===== src/verilog/decode_cfg.svh =====
`ifndef DECODE_CFG_SVH
`define DECODE_CFG_SVH

// word and datapath widths
`define INSTR_WIDTH      32
`define DATA_WIDTH       64
`define REG_COUNT        16
`define REG_IDX_WIDTH    4
`define OPER_WIDTH       4
`define GROUP_WIDTH      3

// common fields
`define GROUP_MSB        31
`define GROUP_LSB        29
`define RA_MSB           28
`define RA_LSB           25
`define OP_TYPE_BIT      12
`define SIMM12_MSB       11
`define SIMM12_LSB       0

// groups 0, 2 and 3
`define RB_MSB           24
`define RB_LSB           21
`define RC_MSB           20
`define RC_LSB           17
`define OPER_MSB         16
`define OPER_LSB         13

// group 1 puts oper where rb lives
`define CTRL_OPER_MSB    24
`define CTRL_OPER_LSB    21
`define SIMM20_MSB       20
`define SIMM20_LSB       1

// busy lengths
`define EX_STALL_CYCLES  2
`define WB_STALL_CYCLES  3

`endif


===== src/verilog/decode_pkg.sv =====
`include "decode_cfg.svh"

package decode_pkg;

	// top three bits of the word
	typedef enum logic [`GROUP_WIDTH-1:0]
	{
		alu_grp   = 3'd0,
		ctrl_grp  = 3'd1,
		load_grp  = 3'd2,
		store_grp = 3'd3
	} instr_group_e;

	// group 0 operations
	typedef enum logic [`OPER_WIDTH-1:0]
	{
		add     = 4'd0,
		sub     = 4'd1,
		slt     = 4'd2,
		mul     = 4'd3,
		div     = 4'd4,
		and_op  = 4'd5,
		orr     = 4'd6,
		xor_op  = 4'd7,
		shl     = 4'd8,
		shr     = 4'd9,
		inv     = 4'd10,
		addi    = 4'd11,
		subi    = 4'd12,
		cpy     = 4'd13,
		ipc     = 4'd14,
		bad_alu = 4'd15
	} alu_op_e;

	// group 1 operations, the rest are reserved
	typedef enum logic [`OPER_WIDTH-1:0]
	{
		btru = 4'd0,
		bfal = 4'd1,
		jmp  = 4'd2
	} ctrl_op_e;

	// loads and stores, 9 to 15 reserved
	typedef enum logic [`OPER_WIDTH-1:0]
	{
		u8  = 4'd0,
		s8  = 4'd1,
		u16 = 4'd2,
		s16 = 4'd3,
		u32 = 4'd4,
		s32 = 4'd5,
		u64 = 4'd6,
		s64 = 4'd7,
		f16 = 4'd8
	} mem_op_e;

	// where a later instruction has to wait until
	typedef enum logic [1:0]
	{
		stall_none       = 2'd0,
		stall_ends_in_ex = 2'd1,
		stall_ends_in_wb = 2'd2
	} stall_class_e;

endpackage


===== src/verilog/instr_decoder.sv =====
`timescale 1ns/1ps

`include "decode_cfg.svh"

module instr_decoder
	import decode_pkg::*;
(
	input  logic [`INSTR_WIDTH-1:0]   instr,
	output instr_group_e              group,
	output logic [`OPER_WIDTH-1:0]    oper,
	output logic                      op_type,
	output logic [`REG_IDX_WIDTH-1:0] ra_index,
	output logic [`REG_IDX_WIDTH-1:0] rb_index,
	output logic [`REG_IDX_WIDTH-1:0] rc_index,
	output logic [`DATA_WIDTH-1:0]    imm,
	output logic                      nop,
	output logic                      force64,
	output stall_class_e              stall_class
);

	localparam int SIMM12_WIDTH = `SIMM12_MSB - `SIMM12_LSB + 1;
	localparam int SIMM20_WIDTH = `SIMM20_MSB - `SIMM20_LSB + 1;

	logic [SIMM12_WIDTH-1:0] simm12;
	logic [SIMM20_WIDTH-1:0] simm20;
	logic [`DATA_WIDTH-1:0]  simm12_ext;
	logic [`DATA_WIDTH-1:0]  simm20_ext;
	alu_op_e                 alu_op;
	ctrl_op_e                ctrl_op;
	mem_op_e                 mem_op;

	// fields shared by every group
	assign group    = instr_group_e'(instr[`GROUP_MSB:`GROUP_LSB]);
	assign op_type  = instr[`OP_TYPE_BIT];
	assign ra_index = instr[`RA_MSB:`RA_LSB];
	assign rb_index = instr[`RB_MSB:`RB_LSB];
	assign rc_index = instr[`RC_MSB:`RC_LSB];

	// oper sits in a different place for group 1
	assign alu_op  = alu_op_e'(instr[`OPER_MSB:`OPER_LSB]);
	assign mem_op  = mem_op_e'(instr[`OPER_MSB:`OPER_LSB]);
	assign ctrl_op = ctrl_op_e'(instr[`CTRL_OPER_MSB:`CTRL_OPER_LSB]);

	assign simm12 = instr[`SIMM12_MSB:`SIMM12_LSB];
	assign simm20 = instr[`SIMM20_MSB:`SIMM20_LSB];

	assign simm12_ext = {{(`DATA_WIDTH - SIMM12_WIDTH){simm12[SIMM12_WIDTH-1]}}, simm12};
	assign simm20_ext = {{(`DATA_WIDTH - SIMM20_WIDTH){simm20[SIMM20_WIDTH-1]}}, simm20};

	// only the wide integer ops, nop does not matter here
	assign force64 = (group == alu_grp)
		&& ((alu_op == div) || (alu_op == shl)
		|| (alu_op == shr) || (alu_op == inv));

	always_comb
	begin
		case (group)
			alu_grp:
			begin
				oper        = alu_op;
				nop         = (alu_op == bad_alu);
				imm         = simm12_ext;
				stall_class = stall_none;
			end

			ctrl_grp:
			begin
				oper        = ctrl_op;
				nop         = !((ctrl_op == btru) || (ctrl_op == bfal)
					|| (ctrl_op == jmp));
				imm         = simm20_ext;
				stall_class = stall_ends_in_ex;
			end

			load_grp, store_grp:
			begin
				oper = mem_op;
				// upper half is reserved apart from f16
				nop         = (mem_op != f16) && mem_op[3];
				imm         = simm12_ext;
				stall_class = stall_ends_in_wb;
			end

			// groups 4 to 7 are not defined yet
			default:
			begin
				oper        = '0;
				nop         = 1'b1;
				imm         = '0;
				stall_class = stall_none;
			end
		endcase
	end

endmodule


===== src/verilog/reg_file.sv =====
`timescale 1ns/1ps

`include "decode_cfg.svh"

module reg_file
(
	input  logic                      clk,
	input  logic                      rst_n,
	input  logic                      wr_en,
	input  logic [`REG_IDX_WIDTH-1:0] wr_index,
	input  logic [`DATA_WIDTH-1:0]    wr_data,
	input  logic [`REG_IDX_WIDTH-1:0] ra_index,
	input  logic [`REG_IDX_WIDTH-1:0] rb_index,
	input  logic [`REG_IDX_WIDTH-1:0] rc_index,
	output logic [`DATA_WIDTH-1:0]    ra_data,
	output logic [`DATA_WIDTH-1:0]    rb_data,
	output logic [`DATA_WIDTH-1:0]    rc_data
);

	logic [`DATA_WIDTH-1:0] regs [`REG_COUNT];

	always_ff @(posedge clk or negedge rst_n)
	begin
		if (!rst_n)
		begin
			for (int i = 0; i < `REG_COUNT; i++)
			begin
				regs[i] <= '0;
			end
		end
		else if (wr_en)
		begin
			regs[wr_index] <= wr_data;
		end
	end

	// write-through so a same-cycle read sees the new value
	always_comb
	begin
		ra_data = regs[ra_index];
		rb_data = regs[rb_index];
		rc_data = regs[rc_index];

		if (wr_en && (wr_index == ra_index))
		begin
			ra_data = wr_data;
		end
		if (wr_en && (wr_index == rb_index))
		begin
			rb_data = wr_data;
		end
		if (wr_en && (wr_index == rc_index))
		begin
			rc_data = wr_data;
		end
	end

endmodule


===== src/verilog/stall_unit.sv =====
`timescale 1ns/1ps

`include "decode_cfg.svh"

module stall_unit
	import decode_pkg::*;
(
	input  logic         clk,
	input  logic         rst_n,
	input  logic         accept,
	input  logic         nop,
	input  stall_class_e stall_class,
	output logic         busy
);

	// wide enough for the longest stall
	localparam int CNT_WIDTH = $clog2(`WB_STALL_CYCLES + 1);

	logic [CNT_WIDTH-1:0] count;
	logic [CNT_WIDTH-1:0] stall_len;
	logic                 start;

	always_comb
	begin
		case (stall_class)
			stall_ends_in_ex:
			begin
				stall_len = CNT_WIDTH'(`EX_STALL_CYCLES);
			end
			stall_ends_in_wb:
			begin
				stall_len = CNT_WIDTH'(`WB_STALL_CYCLES);
			end
			default:
			begin
				stall_len = '0;
			end
		endcase
	end

	// nops never hold the pipe
	assign start = accept && !nop && (stall_class != stall_none);

	always_ff @(posedge clk or negedge rst_n)
	begin
		if (!rst_n)
		begin
			count <= '0;
		end
		else if (start)
		begin
			count <= stall_len;
		end
		else if (count != '0)
		begin
			count <= count - 1'b1;
		end
	end

	assign busy = (count != '0);

endmodule


===== src/verilog/decode_stage.sv =====
`timescale 1ns/1ps

`include "decode_cfg.svh"

module decode_stage
	import decode_pkg::*;
(
	input  logic                      clk,
	input  logic                      rst_n,
	input  logic                      instr_valid,
	input  logic [`INSTR_WIDTH-1:0]   instr,
	input  logic                      wr_en,
	input  logic [`REG_IDX_WIDTH-1:0] wr_index,
	input  logic [`DATA_WIDTH-1:0]    wr_data,
	output logic                      busy,
	output logic                      out_valid,
	output instr_group_e              out_group,
	output logic [`OPER_WIDTH-1:0]    out_oper,
	output logic                      out_op_type,
	output logic [`REG_IDX_WIDTH-1:0] out_ra_index,
	output logic [`REG_IDX_WIDTH-1:0] out_rb_index,
	output logic [`REG_IDX_WIDTH-1:0] out_rc_index,
	output logic [`DATA_WIDTH-1:0]    out_ra_data,
	output logic [`DATA_WIDTH-1:0]    out_rb_data,
	output logic [`DATA_WIDTH-1:0]    out_rc_data,
	output logic [`DATA_WIDTH-1:0]    out_imm,
	output logic                      out_nop,
	output logic                      out_force64,
	output stall_class_e              out_stall_class
);

	instr_group_e              group;
	logic [`OPER_WIDTH-1:0]    oper;
	logic                      op_type;
	logic [`REG_IDX_WIDTH-1:0] ra_index;
	logic [`REG_IDX_WIDTH-1:0] rb_index;
	logic [`REG_IDX_WIDTH-1:0] rc_index;
	logic [`DATA_WIDTH-1:0]    imm;
	logic                      nop;
	logic                      force64;
	stall_class_e              stall_class;
	logic [`DATA_WIDTH-1:0]    ra_data;
	logic [`DATA_WIDTH-1:0]    rb_data;
	logic [`DATA_WIDTH-1:0]    rc_data;
	logic                      accept;

	instr_decoder u_decoder
	(
		.instr       (instr),
		.group       (group),
		.oper        (oper),
		.op_type     (op_type),
		.ra_index    (ra_index),
		.rb_index    (rb_index),
		.rc_index    (rc_index),
		.imm         (imm),
		.nop         (nop),
		.force64     (force64),
		.stall_class (stall_class)
	);

	reg_file u_reg_file
	(
		.clk      (clk),
		.rst_n    (rst_n),
		.wr_en    (wr_en),
		.wr_index (wr_index),
		.wr_data  (wr_data),
		.ra_index (ra_index),
		.rb_index (rb_index),
		.rc_index (rc_index),
		.ra_data  (ra_data),
		.rb_data  (rb_data),
		.rc_data  (rc_data)
	);

	// strobes during a stall are dropped
	assign accept = instr_valid && !busy;

	stall_unit u_stall_unit
	(
		.clk         (clk),
		.rst_n       (rst_n),
		.accept      (accept),
		.nop         (nop),
		.stall_class (stall_class),
		.busy        (busy)
	);

	// one pulse per accepted word
	always_ff @(posedge clk or negedge rst_n)
	begin
		if (!rst_n)
		begin
			out_valid <= 1'b0;
		end
		else
		begin
			out_valid <= accept;
		end
	end

	// hold the last accepted instruction for execute
	always_ff @(posedge clk or negedge rst_n)
	begin
		if (!rst_n)
		begin
			out_group       <= alu_grp;
			out_oper        <= '0;
			out_op_type     <= 1'b0;
			out_ra_index    <= '0;
			out_rb_index    <= '0;
			out_rc_index    <= '0;
			out_ra_data     <= '0;
			out_rb_data     <= '0;
			out_rc_data     <= '0;
			out_imm         <= '0;
			out_nop         <= 1'b0;
			out_force64     <= 1'b0;
			out_stall_class <= stall_none;
		end
		else if (accept)
		begin
			out_group       <= group;
			out_oper        <= oper;
			out_op_type     <= op_type;
			out_ra_index    <= ra_index;
			out_rb_index    <= rb_index;
			out_rc_index    <= rc_index;
			out_ra_data     <= ra_data;
			out_rb_data     <= rb_data;
			out_rc_data     <= rc_data;
			out_imm         <= imm;
			out_nop         <= nop;
			out_force64     <= force64;
			out_stall_class <= stall_class;
		end
	end

endmodule


===== config.mk =====
export PLATFORM = sky130hd
export DESIGN_NAME = decode_stage
export DESIGN_NICKNAME = d
export VERILOG_FILES = /design/src/verilog/decode_pkg.sv /design/src/verilog/instr_decoder.sv /design/src/verilog/reg_file.sv /design/src/verilog/stall_unit.sv /design/src/verilog/decode_stage.sv
export VERILOG_INCLUDE_DIRS = /design/src /design/src/verilog
export SDC_FILE = /design/constraint.sdc
export NUM_CORES = 2
export LEC_CHECK = 0
export BUFFER_PORTS_ARGS = -buffer_cell sky130_fd_sc_hd__buf_2
export CAP_MARGIN = 40
export CORE_MARGIN = 2
export CORE_UTILIZATION = 43
export CTS_BUF_LIST = sky130_fd_sc_hd__clkbuf_4 sky130_fd_sc_hd__clkbuf_8
export CTS_CLUSTER_SIZE = 40
export DETAILED_ROUTE_END_ITERATION = 12
export GPL_TIMING_DRIVEN = 0
export PLACE_DENSITY_LB_ADDON = 0.3
export SLEW_MARGIN = 10
export SYNTH_ARGS = -nofsm -noshare
export SYNTH_HDL_FRONTEND = slang
export SYNTH_SLANG_ARGS = --single-unit

===== constraint.sdc =====
create_clock -name clk -period 5.8 [get_ports clk]
set_input_delay 1.16 -clock clk [delete_from_list [all_inputs] [get_ports clk]]
set_output_delay 1.16 -clock clk [all_outputs]
set_load 0.02 [all_outputs]

# == After elaboration in Yosys (flattened, before gate mapping) ==
# Cells that the tools add are included.
# classes
reduce_logical,24
muxes,22
bitwise,4
add_sub_neg,1
eq_ne,16
order_cmp,5
# op_table
cell,n
1024-bit bitwise mux,1
64-bit binary-select mux with 4-bit select,3
64-bit two-way mux,10
64-bit demux with 4-bit select,1
64-bit one-hot mux with 2 select lines,1
5-bit greater-or-equal comparator (second input constant),4
4-bit inverter with 5-bit output,4
4-bit == test (second input constant),4
4-bit == test,3
1-bit logical AND,9
2-bit one-hot mux with 2 select lines,2
4-bit one-hot mux with 2 select lines,1
3-bit by 2-bit == test with 1-bit output (second input constant),2
2-bit nonzero test,3
1-bit logical OR,5
5-bit by 1-bit less-than comparator with 1-bit output (second input constant),1
4-bit by 1-bit == test with 1-bit output (second input constant),1
4-bit by 2-bit == test with 1-bit output (second input constant),1
4-bit by 3-bit == test with 1-bit output (second input constant),1
4-bit logical NOT,1
2-bit two-way mux,2
4-bit != test (second input constant),1
3-bit by 1-bit == test with 1-bit output (second input constant),1
1-bit logical NOT,3
other kinds (7),7
# word_totals
input_bits,104
output_inout_bits,282
regBits,1307

# == Depth between registers and ports, before layout ==
# logic_depth
ltp_word,9
depth_mapped,9
mapped_depth_nobuf,7

# == Cells and area by module ==
# Synthesis repeated with hierarchy kept, for this count alone.
# unflattened
hier_cells,4851
hier_area_um2,74637.8
# by_module_without_submodules
mod,cells_per_inst,area_per_inst_um2,instances
reg_file,4139,62829.0,1
decode_stage,593,10826.6,1
instr_decoder,102,819.5,1
stall_unit,17,162.7,1

# == Worst setup path after synthesis ==
# No wires, ideal clock.
# synth_path
path_kind,input port to flip-flop
start,input port instr[31]
end,register u_stall_unit.count[0]
setup_time_ns,0.125
stages,8
slack_ns,2.788
path_buffers,1
arrival_time_ns,2.888
path_cell_list,buf_2 nor3b_2 inv_1 ha_1 inv_1 o31ai_1 a2111oi_2 mux2_2
# synth_via
elab_chain_len,7
# synth_lines
element,line_no,rtl
"start, declared",decode_stage.sv:11,"input logic [`INSTR_WIDTH-1:0] instr,"
branches (longest 7 deep; another with 3-bit by 2-bit == test with 1-bit output),-,
"end signal, assigned",stall_unit.sv:52,count <= stall_len;
"end signal, assigned",stall_unit.sv:56,count <= count - 1'b1;
"end, declared",stall_unit.sv:19,logic [CNT_WIDTH-1:0] count;
# Parallel ways; which one is timed is not known.
# A chain may end at the register's enable or synchronous reset.

==> flow_summary_export.csv <==
group,metric,value,unit
placement,dpl.hpwl,226000,um
drt,drt-vias-per-instance,6.99,
pwr,power.leakage,35.9,nW
synthesis,synthesis.nets,5540,
floorplan,die_x,419,um
placement,place_congestion,0.972,
pwr,total_power,35.7,mW
global_route,antenna_found_initial,49,
synthesis,ys_async_sr_fraction,100,%
floorplan,coreArea,172000,um^2
synthesis,synthSimpleGateAreaFrac,3.99,%
timing,hold_viol,0,
floorplan,die-area,176000,um^2
setup_path,required,6.89,ns
floorplan,fp.dieH,419,um
pwr,p_per_area,415,nW/um^2
synthesis,synth-edff-count,0,
drt,wirelength,333000,um
clock_tree,path_clk_slew,0.06,ns
setup_path,cp.arrival,5.02,ns
setup_path,path_max_fanout,138,
floorplan,pin_count,386,
clock_tree,cts_buffer_depth,3,
global_route,grt_max_degree,148,
drt,drc,0,
floorplan,start_util,43.3,%
synthesis,synth_top_area_cell,"dfrtp_1",
clock_tree,post_cts_buffers,0,
synthesis,synth_top_family_by_area,"multiplexers",
timing,finalSetupViolCount,0,
clock_tree,cts_buffers,215,
cells_and_area,drive_gt1_share,49.1,%
global_route,grt_pass1_wl,460000,um
timing,worstMarginPinSlew,1.11,ns
drt,num_vias,60767,
synthesis,syn_inst,5433,
timing,max_freq,254,MHz
clock_tree,postCtsResizedCells,0,
placement,io_buffers,357,
drt,drtIter0Drc,9627,
global_route,grt_usage,37.5,%
drt,wl_per_cell,38.3,um
synthesis,synthMuxAreaShare,42.3,%
setup_path,cp-start-kind,"primary input",
setup_path,cp-end-kind,"async pin",
synthesis,ys_ff_latch,1263,
synthesis,synth_xor_area_share,0.153,%
setup_path,crit_type,"primary input to async pin",
cells_and_area,syn2layout_area_growth,15.9,%
timing,holdWs,0.384,ns
timing,relSlewSlack,26.2,%
synthesis,synth_compound_area_share,6.48,%
clock_tree,hold_buffers,1,
placement,dpl.cell_count,8254,
timing,finalCriticalPeriod,3.94,ns
timing,drv_slew,0,
worst_hold_path,hold_class,"primary input to flip-flop",
synthesis,synth.distinct_cells,55,
synthesis,synth_fa_ha_area_share,0.0506,%
timing,setup_tns,0,ns
clock_tree,clock_sinks,1263,
timing,rsz0062_at_grt,"false",
synthesis,ys.flop_type,"dfrtp_1",
outcome,status,"complete, no violations",
flow_run,cap_violations,0,
synthesis,yosysSeqAreaShare,42.6,%
clock_tree,root_buffer,"clkbuf_8",
cells_and_area,fin_area,86000,um^2
global_route,grt_pass1_vias,60052,
timing,skew,0.0743,ns
clock_tree,cts_tree,"done",
drt,postRouteAntennaNets,0,
synthesis,syn_avg_cell_area,13.7,um^2
global_route,grt_overflow,0,
synthesis,yosys_warnings,0,
clock_tree,clk-insertion-delay-late,1.09,ns
drt,firstDrtPassIters,9,
synthesis,netlist_area,74200,um^2
synthesis,yosys-top-cells-area,"dfrtp_1 43%, mux4_2 19%, mux2_2 18%",
placement,placed_area,81100,um^2
floorplan,num_rows,152,
cells_and_area,fin_cells,8692,
pwr,max-vdd-ir-drop,0.251,mV
clock_tree,h-tree-depth,4,
timing,period_share,67.9,%
cells_and_area,nets,6278,
synthesis,synth_top_area_share,42.6,%
critical path, stage by stage:
cell	delay (ns)
dlygate4sd3_1	0.58
buf_12	0.30
buf_16	0.46
buf_16	0.43
buf_16	0.58
buf_16	0.50
buf_16	0.42
placed cells by master (no fill, tap or decap), drive strengths merged, types with 4 or more instances in the layout:
master	count
xnor2	10
mux4	640
nor2	389
nor3	68
nand2	83
o211ai	14
o21ai	21
nand3	4
dfrtp	1263
inv	17
clkbuf	583
a21oi	11
or3	6
diode	37
mux2	1230
a211oi	134
o31a	116
nor4	13
a22oi	4
bufinv	4
a211o	8
clkinv	41
mux2i	309
nor2b	66
a31oi	166
nand4	15
a221oi	23
nand2b	6
o22ai	178
buf	898
path summary, 6_finish.rpt:
kind	from	endpoint	slack (ns)	depth (start not counted)
min in group asynchronous	rst_n	out_rc_data[43]	0.62	2
min reg2reg	out_group[2]	out_group[2]	0.48	2
max reg2reg	u_stall_unit.count[0]	out_rc_data[42]	2.21	8
max in group clk	u_stall_unit.count[0]	out_rc_data[42]	2.21	8
max	rst_n	out_rb_data[5]	1.86	7
min	instr[12]	out_op_type	0.38	3
registers in the layout, summed over array words and instances, names as in the netlist:
| register | flops |
|---|---|
| out_ra_index | 4 |
| out_force64 | 1 |
| out_ra_data | 64 |
| out_valid | 1 |
| out_stall_class | 2 |
| out_rc_data | 64 |
| out_oper | 4 |
| u_reg_file.regs | 1024 |
| out_nop | 1 |
| out_imm | 20 |
| out_rc_index | 4 |
| out_rb_index | 4 |
| out_group | 3 |
| out_op_type | 1 |
| out_rb_data | 64 |
| u_stall_unit.count | 2 |
power breakdown:
part,internal (mW),total (mW),switching (mW)
Combinational,6.07,12.5,6.43
Sequential,11.3,14.2,2.86
Clock,4.88,9.01,4.12
per-stage QoR:
step	utilization, %	worst slack, ns
CTS	50.0	1.67
detailed placement	47.3	1.22
global placement	46.0	-24.81
finish	50.1	1.86
global route	50.1	1.33
floorplan	-	2.79
routing by layer:
layer	routed length, um	vias up	track usage [%]
met3	49400	1789	17.3
li1	-	22614	-
met1	111000	30759	43.8
met4	32100	24	30.4
met2	140000	5581	52.7
met5	295	-	0.639
synth_stat cells (3+ instances only):
library cell,number
nor4_1,12
o211ai_1,14
nor2b_1,66
ha_1,3
xnor2_1,10
a211oi_1,134
nor2_2,6
buf_2,204
xor2_1,3
a31oi_1,166
mux2i_1,309
nor3_1,62
and2_1,3
mux2_1,27
dfrtp_1,1263
nor2_1,383
a22oi_1,4
a221oi_1,23
nor3_4,5
a211o_1,8
clkbuf_1,244
buf_4,75
o22ai_1,178
or3_1,6
mux4_2,640
o31a_1,116
buf_1,44
a21oi_1,11
mux2_2,1203
inv_1,8
o21ai_0,20
nand3_1,4
nand2_1,81
buf_6,55
nand2b_1,5
nand4_1,15
layout make-up:
type                    count  area (um^2)
diodes                     37         92.6
plain buffers             624         3300
clock buffers             337         4280
clock inverters            54          469
fillers                 14998        85500
inverters                  11         41.3
multi-input cells        3535        39300
flip-flops and latches   1263        31600
well taps                2310         2890
repair buffers            521         4060
cell families after synthesis:
family	Yosys count
flops	1263
mux	2179
buf+inv	635
fa+ha+maj	3
simple gates	658
compound gates	682
xor+xnor	13
No activity file was read; power rests on OpenSTA's default activity.
